### src/common/mem_pkg.sv
`default_nettype none

package mem_pkg;

    // byte address width
    localparam int ADDR_W = 32;

    // instruction and data word width
    localparam int XLEN = 32;

    // external memory data port
    localparam int BYTE_W = 8;

    // bytes in one word and the width of a byte index within it
    localparam int WORD_BYTES = XLEN / BYTE_W;
    localparam int STEP_W = $clog2(WORD_BYTES);

    // program counter after reset
    localparam logic [ADDR_W-1:0] RESET_PC = 32'h0000_0000;

    // access size of a load or store
    typedef enum logic [1:0] {
        SIZE_BYTE = 2'd0,
        SIZE_HALF = 2'd1,
        SIZE_WORD = 2'd2
    } mem_size_e;

    // index of the last byte of an access of the given size
    function automatic logic [STEP_W-1:0] size_last_idx(mem_size_e size);
        logic [STEP_W-1:0] idx;
        case (size)
            SIZE_BYTE: idx = STEP_W'(0);
            SIZE_HALF: idx = STEP_W'(1);
            default:   idx = STEP_W'(WORD_BYTES - 1);
        endcase
        return idx;
    endfunction

endpackage

`default_nettype wire
### src/hw/mem_subsys_top.sv
`timescale 1ns/1ps
`default_nettype none

module mem_subsys_top import mem_pkg::*; (
    input  wire logic              clk,
    input  wire logic              reset_i,

    // redirect
    input  wire logic              redirect_i,
    input  wire logic [ADDR_W-1:0] redirect_pc_i,

    // instruction stream
    input  wire logic              inst_ready_i,
    output logic                   inst_valid_o,
    output logic      [ADDR_W-1:0] inst_pc_o,
    output logic      [XLEN-1:0]   inst_o,

    // load/store request and response
    input  wire logic              ls_valid_i,
    input  wire logic              ls_we_i,
    input  wire mem_size_e         ls_size_i,
    input  wire logic [ADDR_W-1:0] ls_addr_i,
    input  wire logic [XLEN-1:0]   ls_wdata_i,
    output logic                   ls_ready_o,
    output logic                   ls_resp_valid_o,
    output logic      [XLEN-1:0]   ls_resp_rdata_o,

    // external byte memory
    output logic      [ADDR_W-1:0] mem_addr_o,
    output logic                   mem_we_o,
    output logic      [BYTE_W-1:0] mem_wdata_o,
    input  wire logic [BYTE_W-1:0] mem_rdata_i
);

    // fetch to arbiter
    logic              if_req;
    logic [ADDR_W-1:0] if_addr;
    logic              if_gnt;

    // load/store to arbiter
    logic              ls_req;
    logic [ADDR_W-1:0] ls_addr;
    logic              ls_we;
    logic [BYTE_W-1:0] ls_wdata;
    logic              ls_gnt;

    // shared read byte
    logic [BYTE_W-1:0] arb_rdata;

    inst_fetch u_fetch (
        .clk           (clk),
        .reset_i       (reset_i),
        .redirect_i    (redirect_i),
        .redirect_pc_i (redirect_pc_i),
        .inst_ready_i  (inst_ready_i),
        .inst_valid_o  (inst_valid_o),
        .inst_pc_o     (inst_pc_o),
        .inst_o        (inst_o),
        .req_o         (if_req),
        .addr_o        (if_addr),
        .gnt_i         (if_gnt),
        .rdata_i       (arb_rdata)
    );

    load_store_unit u_lsu (
        .clk             (clk),
        .reset_i         (reset_i),
        .ls_valid_i      (ls_valid_i),
        .ls_we_i         (ls_we_i),
        .ls_size_i       (ls_size_i),
        .ls_addr_i       (ls_addr_i),
        .ls_wdata_i      (ls_wdata_i),
        .ls_ready_o      (ls_ready_o),
        .ls_resp_valid_o (ls_resp_valid_o),
        .ls_resp_rdata_o (ls_resp_rdata_o),
        .req_o           (ls_req),
        .addr_o          (ls_addr),
        .we_o            (ls_we),
        .wdata_o         (ls_wdata),
        .gnt_i           (ls_gnt),
        .rdata_i         (arb_rdata)
    );

    mem_arbiter u_arb (
        .clk         (clk),
        .reset_i     (reset_i),
        .if_req_i    (if_req),
        .if_addr_i   (if_addr),
        .if_gnt_o    (if_gnt),
        .ls_req_i    (ls_req),
        .ls_addr_i   (ls_addr),
        .ls_we_i     (ls_we),
        .ls_wdata_i  (ls_wdata),
        .ls_gnt_o    (ls_gnt),
        .rdata_o     (arb_rdata),
        .mem_addr_o  (mem_addr_o),
        .mem_we_o    (mem_we_o),
        .mem_wdata_o (mem_wdata_o),
        .mem_rdata_i (mem_rdata_i)
    );

endmodule

`default_nettype wire

### src/hw/mem_arbiter.sv
`timescale 1ns/1ps
`default_nettype none

module mem_arbiter import mem_pkg::*; (
    input  wire logic              clk,
    input  wire logic              reset_i,

    // fetch requester, read only
    input  wire logic              if_req_i,
    input  wire logic [ADDR_W-1:0] if_addr_i,
    output logic                   if_gnt_o,

    // load/store requester
    input  wire logic              ls_req_i,
    input  wire logic [ADDR_W-1:0] ls_addr_i,
    input  wire logic              ls_we_i,
    input  wire logic [BYTE_W-1:0] ls_wdata_i,
    output logic                   ls_gnt_o,

    // read byte back to both requesters
    output logic      [BYTE_W-1:0] rdata_o,

    // external byte memory
    output logic      [ADDR_W-1:0] mem_addr_o,
    output logic                   mem_we_o,
    output logic      [BYTE_W-1:0] mem_wdata_o,
    input  wire logic [BYTE_W-1:0] mem_rdata_i
);

    typedef enum logic [1:0] {
        OWN_NONE,
        OWN_IF,
        OWN_LS
    } owner_e;

    owner_e owner_q;
    owner_e owner_d;

    // idle arbiter favours load/store, an owner keeps the port
    // until it drops req, then one idle cycle follows
    always_comb begin
        if_gnt_o = 1'b0;
        ls_gnt_o = 1'b0;
        case (owner_q)
            OWN_NONE: begin
                ls_gnt_o = ls_req_i;
                if_gnt_o = if_req_i & ~ls_req_i;
            end
            OWN_IF: begin
                if_gnt_o = if_req_i;
            end
            OWN_LS: begin
                ls_gnt_o = ls_req_i;
            end
            default: begin
                if_gnt_o = 1'b0;
                ls_gnt_o = 1'b0;
            end
        endcase
    end

    // whoever holds a grant now owns the next cycle
    assign owner_d = ls_gnt_o ? OWN_LS : (if_gnt_o ? OWN_IF : OWN_NONE);

    always_ff @(posedge clk) begin
        if (reset_i) begin
            owner_q <= OWN_NONE;
        end else begin
            owner_q <= owner_d;
        end
    end

    // port mux, no write without a load/store grant
    assign mem_addr_o  = ls_gnt_o ? ls_addr_i : if_addr_i;
    assign mem_we_o    = ls_gnt_o & ls_we_i;
    assign mem_wdata_o = ls_gnt_o ? ls_wdata_i : '0;
    assign rdata_o     = mem_rdata_i;

endmodule

`default_nettype wire

### src/lsu/load_store_unit.sv
`timescale 1ns/1ps
`default_nettype none

module load_store_unit import mem_pkg::*; (
    input  wire logic              clk,
    input  wire logic              reset_i,

    // request from the core
    input  wire logic              ls_valid_i,
    input  wire logic              ls_we_i,
    input  wire mem_size_e         ls_size_i,
    input  wire logic [ADDR_W-1:0] ls_addr_i,
    input  wire logic [XLEN-1:0]   ls_wdata_i,
    output logic                   ls_ready_o,

    // response, one pulse per access
    output logic                   ls_resp_valid_o,
    output logic      [XLEN-1:0]   ls_resp_rdata_o,

    // arbiter side
    output logic                   req_o,
    output logic      [ADDR_W-1:0] addr_o,
    output logic                   we_o,
    output logic      [BYTE_W-1:0] wdata_o,
    input  wire logic              gnt_i,
    input  wire logic [BYTE_W-1:0] rdata_i
);

    typedef enum logic [1:0] {
        LS_IDLE,
        LS_ACCESS,
        LS_FINISH
    } ls_state_e;

    ls_state_e         state_q;
    logic [STEP_W-1:0] step_q;
    logic              got_q;
    logic [STEP_W-1:0] cap_idx;
    logic              last_step;
    logic              store_done;

    // latched request
    logic              we_q;
    logic [ADDR_W-1:0] addr_q;
    logic [XLEN-1:0]   wdata_q;
    logic [STEP_W-1:0] last_q;

    // load bytes collected so far, upper bytes stay zero
    logic [XLEN-1:0]   data_q;
    logic [XLEN-1:0]   load_word;

    assign cap_idx   = step_q - STEP_W'(1);
    assign last_step = (step_q == last_q);

    assign ls_ready_o = (state_q == LS_IDLE);
    assign req_o      = (state_q == LS_ACCESS);
    assign addr_o     = addr_q + ADDR_W'(step_q);
    assign we_o       = (state_q == LS_ACCESS) & we_q;
    // lsb first
    assign wdata_o    = wdata_q[step_q * BYTE_W +: BYTE_W];

    // a store is done on its last granted write
    assign store_done = (state_q == LS_ACCESS) & we_q & gnt_i & last_step;

    // the last load byte is on rdata_i in the finish cycle
    always_comb begin
        load_word = data_q;
        load_word[last_q * BYTE_W +: BYTE_W] = rdata_i;
    end

    assign ls_resp_valid_o = (state_q == LS_FINISH) | store_done;
    assign ls_resp_rdata_o = (state_q == LS_FINISH) ? load_word : '0;

    always_ff @(posedge clk) begin
        if (reset_i) begin
            state_q <= LS_IDLE;
            step_q  <= '0;
            got_q   <= 1'b0;
        end else begin
            got_q <= req_o & gnt_i;

            case (state_q)
                LS_IDLE: begin
                    if (ls_valid_i) begin
                        state_q <= LS_ACCESS;
                        step_q  <= '0;
                    end
                end
                LS_ACCESS: begin
                    if (gnt_i) begin
                        step_q <= step_q + STEP_W'(1);
                        // loads need one more cycle for the last byte
                        if (last_step) begin
                            state_q <= we_q ? LS_IDLE : LS_FINISH;
                        end
                    end
                end
                LS_FINISH: begin
                    state_q <= LS_IDLE;
                end
                default: begin
                    state_q <= LS_IDLE;
                end
            endcase
        end
    end

    always_ff @(posedge clk) begin
        if (ls_ready_o && ls_valid_i) begin
            we_q    <= ls_we_i;
            addr_q  <= ls_addr_i;
            wdata_q <= ls_wdata_i;
            last_q  <= size_last_idx(ls_size_i);
            data_q  <= '0;
        end else if (state_q == LS_ACCESS && got_q && !we_q) begin
            data_q[cap_idx * BYTE_W +: BYTE_W] <= rdata_i;
        end
    end

endmodule

`default_nettype wire

### src/fetch/inst_fetch.sv
`timescale 1ns/1ps
`default_nettype none

module inst_fetch import mem_pkg::*; (
    input  wire logic              clk,
    input  wire logic              reset_i,

    // branch redirect
    input  wire logic              redirect_i,
    input  wire logic [ADDR_W-1:0] redirect_pc_i,

    // instruction stream
    input  wire logic              inst_ready_i,
    output logic                   inst_valid_o,
    output logic      [ADDR_W-1:0] inst_pc_o,
    output logic      [XLEN-1:0]   inst_o,

    // arbiter side
    output logic                   req_o,
    output logic      [ADDR_W-1:0] addr_o,
    input  wire logic              gnt_i,
    input  wire logic [BYTE_W-1:0] rdata_i
);

    typedef enum logic [1:0] {
        IF_IDLE,
        IF_FETCH,
        IF_LAST,
        IF_HOLD
    } if_state_e;

    if_state_e         state_q;
    logic [STEP_W-1:0] step_q;
    logic [ADDR_W-1:0] pc_q;
    logic              got_q;
    logic [STEP_W-1:0] cap_idx;

    // bytes 0 to 2 of the word, byte 3 comes straight from rdata_i
    logic [BYTE_W-1:0] byte_q [0:WORD_BYTES-2];
    logic [XLEN-1:0]   inst_q;

    // the byte on rdata_i belongs to the step granted last cycle
    assign cap_idx = step_q - STEP_W'(1);

    assign req_o        = (state_q == IF_FETCH);
    assign addr_o       = pc_q + ADDR_W'(step_q);
    assign inst_valid_o = (state_q == IF_HOLD);
    assign inst_pc_o    = pc_q;
    assign inst_o       = inst_q;

    always_ff @(posedge clk) begin
        if (reset_i) begin
            state_q <= IF_IDLE;
            step_q  <= '0;
            pc_q    <= RESET_PC;
            got_q   <= 1'b0;
        end else begin
            // a redirect throws away the byte in flight
            got_q <= req_o & gnt_i & ~redirect_i;

            if (redirect_i) begin
                state_q <= IF_FETCH;
                step_q  <= '0;
                pc_q    <= redirect_pc_i;
            end else begin
                case (state_q)
                    IF_IDLE: begin
                        state_q <= IF_FETCH;
                    end
                    IF_FETCH: begin
                        // step only moves on a granted address cycle
                        if (gnt_i) begin
                            step_q <= step_q + STEP_W'(1);
                            if (step_q == STEP_W'(WORD_BYTES - 1)) begin
                                state_q <= IF_LAST;
                            end
                        end
                    end
                    IF_LAST: begin
                        state_q <= IF_HOLD;
                    end
                    IF_HOLD: begin
                        // next fetch only after the word is taken
                        if (inst_ready_i) begin
                            pc_q    <= pc_q + ADDR_W'(WORD_BYTES);
                            state_q <= IF_FETCH;
                        end
                    end
                    default: begin
                        state_q <= IF_IDLE;
                    end
                endcase
            end
        end
    end

    always_ff @(posedge clk) begin
        if (state_q == IF_FETCH && got_q) begin
            byte_q[cap_idx] <= rdata_i;
        end

        // little-endian assembly, last byte arrives now
        if (state_q == IF_LAST) begin
            inst_q <= {rdata_i, byte_q[2], byte_q[1], byte_q[0]};
        end
    end

endmodule

`default_nettype wire

### config.mk
export PLATFORM = sky130hd
export DESIGN_NAME = mem_subsys_top
export DESIGN_NICKNAME = d
export VERILOG_FILES = /design/src/common/mem_pkg.sv /design/src/hw/mem_subsys_top.sv /design/src/hw/mem_arbiter.sv /design/src/lsu/load_store_unit.sv /design/src/fetch/inst_fetch.sv
export SDC_FILE = /design/constraint.sdc
export NUM_CORES = 1
export LEC_CHECK = 0
export BUFFER_PORTS_ARGS = -buffer_cell sky130_fd_sc_hd__buf_2
export CAP_MARGIN = 20
export CELL_PAD_IN_SITES_DETAIL_PLACEMENT = 1
export CELL_PAD_IN_SITES_GLOBAL_PLACEMENT = 2
export CORE_MARGIN = 1.5
export CORE_UTILIZATION = 35
export DETAILED_ROUTE_END_ITERATION = 10
export MAX_ROUTING_LAYER = met4
export PLACE_DENSITY_LB_ADDON = 0.1
export SKIP_LAST_GASP = 1
export SLEW_MARGIN = 25
export SYNTH_ARGS = -nofsm -noshare
export SYNTH_HDL_FRONTEND = slang
export SYNTH_SLANG_ARGS = --single-unit
export TNS_END_PERCENT = 5
### constraint.sdc
create_clock -name clk -period 9.65 [get_ports clk]
set_input_delay 0.965 -clock clk [delete_from_list [all_inputs] [get_ports clk]]
set_output_delay 0.965 -clock clk [all_outputs]
set_load 0.05 [all_outputs]
==> flow_summary.toml <==
[clock_tree]
cts_setup_buffers = 0
cts_h_tree_lvls = 4
cts_resized = 0
clock_root_buffer_master = "sky130_fd_sc_hd__clkbuf_16"
clk_path_buf_depth = 2
clkSlewWorstSetupHoldPaths_ps = 90
clock_latency_ps = 450
cts_inserted_buffers = 17
hold_buffers = 0
clock-sinks = 198
tritoncts = "done"

[timing]
period_share_pct = 50.3
slew_violations = 0
worst_hold_slack_ps = 420
timing.clock.skew_ps = 15.0
fin_setup_tns_ps = 0
post-route-min-period_ps = 4860
max_slew.worst_pin.slew_ps = 1000
rsz0062_at_grt = "no"
timing.final.hold_violations = 0
achievable-frequency_mhz = 206
timing.slew.headroom_pct = 33.0
finalSetupViolations = 0

[power]
p_leak_nw = 4.60
vdd_drop_max_mv = 0.101
powerDensity_nw_per_um2 = 174
fin_total_pwr_mw = 2.07

[synth]
postSynthNetCount = 1080
synth.avg_cell_area_um2 = 10.3
ys.warnings.count = 0
async_flop_share_pct = 0
synth.yosys.seq_area_share_pct = 53.6
synth_cells = 944
synth_top_cell_area_share_pct = 38.1
synth.top_cells.by_area = "sky130_fd_sc_hd__edfxtp_1 38%, sky130_fd_sc_hd__dfxtp_1 15%, sky130_fd_sc_hd__a21oi_1 4.4%"
ys_seq_elements = 198
synth_area_leader_cell = "sky130_fd_sc_hd__edfxtp_1"
synth_area_um2 = 9700
post_synth_num_cell_types = 45
synth_edf_count = 123
ys_dominant_reg_cell = "sky130_fd_sc_hd__edfxtp_1"

[route]
drt_first_pass_iters = 4
detail-route-antenna-nets = 0
detail_route.vias_per_cell = 4.93
drcViolationCount = 0
routed_wl_um = 30200
wl_per_cell_um = 19.4
via_count = 7664
drt_iter0_markers = 334

[place]
io_buffer_count = 251
detailed_place_hpwl_um = 22000
dpl-instance-area_um2 = 11200
routabilityCongestion = 0.841

[cells_and_area]
finalNetCount = 1299
final_cell_area_um2 = 11900
drive_above_1_share_pct = 26.3
fillerInstances = 3097
mostFrequentLayoutCells = "251 x sky130_fd_sc_hd__buf_2, 123 x sky130_fd_sc_hd__edfxtp_1, 98 x sky130_fd_sc_hd__nand2_1, 88 x sky130_fd_sc_hd__nor2_1, 85 x sky130_fd_sc_hd__a21oi_1"
final_common_cell = "sky130_fd_sc_hd__buf_2"
area.growth.synth_to_final_pct = 22.9

[grt]
grt_max_degree = 67
grt_antenna_before_repair = 5
grt_usage_pct = 21.9
global_route_wire_length_before_repair_um = 46100
via_count_of_the_first_global_routing_pass = 7954
gr-total-overflow = 0

[floorplanning]
initial_core_util_pct = 35.8
floorplan.die.width_um = 169
core.rowCount = 60
core_region_area_um2 = 27100
fp.dieArea_um2 = 28700
dieHeight_um = 169
design.portCount = 252

[critical_path]
r2r_cells = 5
timing.critical_path.from_type = "flop"
worstSetupPathType = "reg -> out"
timing.critical_path.arrival_ps = 3890
worstPathBufferInverterCount = 2
cpPeakStageDelay_ps = 990
timing.critical_path.fanout_max = 17
r2r_setup_slack_ps = 6770
cpLargestDelayFamily = "simple AND/OR/NAND/NOR gates"
timing.critical_path.cells = "ha_1 > inv_1 > fa_1 > and4b_1 > nand4b_1 > nor3_1 > xnor2_1 > mux2i_1 > buf_2"
required_ps = 8690
crit_path_end_kind = "output port"
critical-path-slowest-cell = "sky130_fd_sc_hd__dfxtp_1"
worst_r2r_startpoint = "u_lsu.step_q[0]"
r2r-end = "u_lsu.data_q[19]"

[worst_hold_path]
hold-path-endpoint = "inst_o[4]"
hold_path_cell_cnt = 0
hold_path_startpoint = "u_fetch.byte_q[0][4]"
timing.hold.worst.class = "reg -> reg"

[status]
outcome = "finished, final reports clean"

[job]
cap_violations = 0
-- area by class of cell --
class / instances / area (um2) / area share (%)
Antenna cell: 5 / 12.5 / 0.105
Clock buffer: 17 / 425 / 3.57
Clock inverter: 15 / 218 / 1.83
Inverter: 20 / 75.1 / 0.630
Multi-Input combinational cell: 668 / 4220 / 35.4
Sequential cell: 198 / 5190 / 43.6
Tap cell: 372 / 465 / 3.91
Timing Repair Buffer: 258 / 1310 / 11.0
-- routing by layer --
layer	GRT usage [%]	vias up	share of wire [%]
met5	-	-	0
met2	39.1	187	51
met1	24.6	3669	42
met3	4.69	26	5.2
li1	-	3782	-
met4	6.19	0	1.5
-- logic make-up after synthesis --
family | after synthesis | synth area share (%)
AO/OA/AOI/OAI | 123 | 7.03
XOR/XNOR | 88 | 7.95
adder cells (fa/ha/maj) | 24 | 3.25
buffers and inverters | 78 | 3.26
flip-flops | 198 | 53.6
multiplexers | 30 | 4.13
AND/OR/NAND/NOR | 403 | 20.8
-- how the worst max path moves through the flow --
stage / startpoint / to / slack (ps) / depth (start not counted)
after global routing: u_lsu.step_q[0] / mem_addr_o[22] / 4440 / 9
after CTS: u_lsu.step_q[0] / mem_addr_o[22] / 4710 / 9
final: u_lsu.step_q[0] / mem_addr_o[30] / 4790 / 9
after floorplan: u_fetch.inst_pc_o[0] / mem_addr_o[20] / 5440 / 7
after detailed placement: u_lsu.step_q[0] / mem_addr_o[22] / 5200 / 9
after global placement: u_lsu.step_q[0] / mem_addr_o[24] / 5320 / 9
-- cell usage after synthesis (2+ instances only) --
master,n
sky130_fd_sc_hd__and2_1,17
sky130_fd_sc_hd__dfxtp_1,75
sky130_fd_sc_hd__mux4_2,8
sky130_fd_sc_hd__clkbuf_1,42
sky130_fd_sc_hd__nor2_1,88
sky130_fd_sc_hd__nand2b_1,3
sky130_fd_sc_hd__nor2b_1,35
sky130_fd_sc_hd__buf_2,2
sky130_fd_sc_hd__or3b_2,2
sky130_fd_sc_hd__buf_1,2
sky130_fd_sc_hd__nand4_1,19
sky130_fd_sc_hd__nor4_2,2
sky130_fd_sc_hd__clkbuf_2,11
sky130_fd_sc_hd__xor2_1,42
sky130_fd_sc_hd__ha_1,22
sky130_fd_sc_hd__nand3_1,52
sky130_fd_sc_hd__and4_1,8
sky130_fd_sc_hd__xnor2_1,46
sky130_fd_sc_hd__nand2_1,98
sky130_fd_sc_hd__edfxtp_1,123
sky130_fd_sc_hd__a311oi_1,2
sky130_fd_sc_hd__or3_1,5
sky130_fd_sc_hd__a211oi_1,16
sky130_fd_sc_hd__a21oi_1,85
sky130_fd_sc_hd__nor3_1,36
sky130_fd_sc_hd__o21ai_0,14
sky130_fd_sc_hd__mux2i_1,22
sky130_fd_sc_hd__nor3b_1,3
sky130_fd_sc_hd__inv_1,19
sky130_fd_sc_hd__a2111oi_0,3
sky130_fd_sc_hd__fa_1,2
sky130_fd_sc_hd__nor4_1,17
sky130_fd_sc_hd__o21a_1,2
sky130_fd_sc_hd__and3_1,10
-- metrics by stage --
stage / utilization, % / std cells / worst slack, ps
2_1_floorplan: - / 944 / 5440
3_3_place_gp: 41.5 / 1516 / 5320
3_5_place_dp: 41.5 / 1516 / 5200
4_1_cts: 43.9 / 1548 / 4710
5_1_grt: 44.0 / 1553 / 4440
6_report: 44.0 / 1553 / 4790
-- worst reg2reg max path, cell delays in order, from the launching register on --
cell and delay (ps):
sky130_fd_sc_hd__dfxtp_1 990, sky130_fd_sc_hd__inv_1 270, sky130_fd_sc_hd__ha_1 430, sky130_fd_sc_hd__nor3_1 780, sky130_fd_sc_hd__nand3_1 160, sky130_fd_sc_hd__a21oi_1 180
-- flip-flops by register name (all words and copies together) (netlist names) --
register / cells
inst_o: 24
u_lsu.wdata_q: 32
u_lsu.addr_q: 32
u_lsu.data_q: 32
u_lsu.step_q: 2
u_lsu.we_q: 1
u_arb.owner_q: 2
u_lsu.last_q: 2
u_fetch.step_q: 2
u_fetch.state_q: 2
u_lsu.state_q: 2
u_fetch.got_q: 1
u_fetch.inst_pc_o: 32
u_fetch.byte_q: 24
u_fetch.inst_o: 8
-- power breakdown --
part           switching, mW  internal [mW]  total (mW)  leakage (nW)
combinational          0.227         0.0885       0.316          2.53
clock                  0.409          0.368       0.778         0.310
sequential            0.0398          0.935       0.975          1.76
total                  0.677           1.39        2.07          4.60
Note: power is estimated with default switching activity, not from simulation.
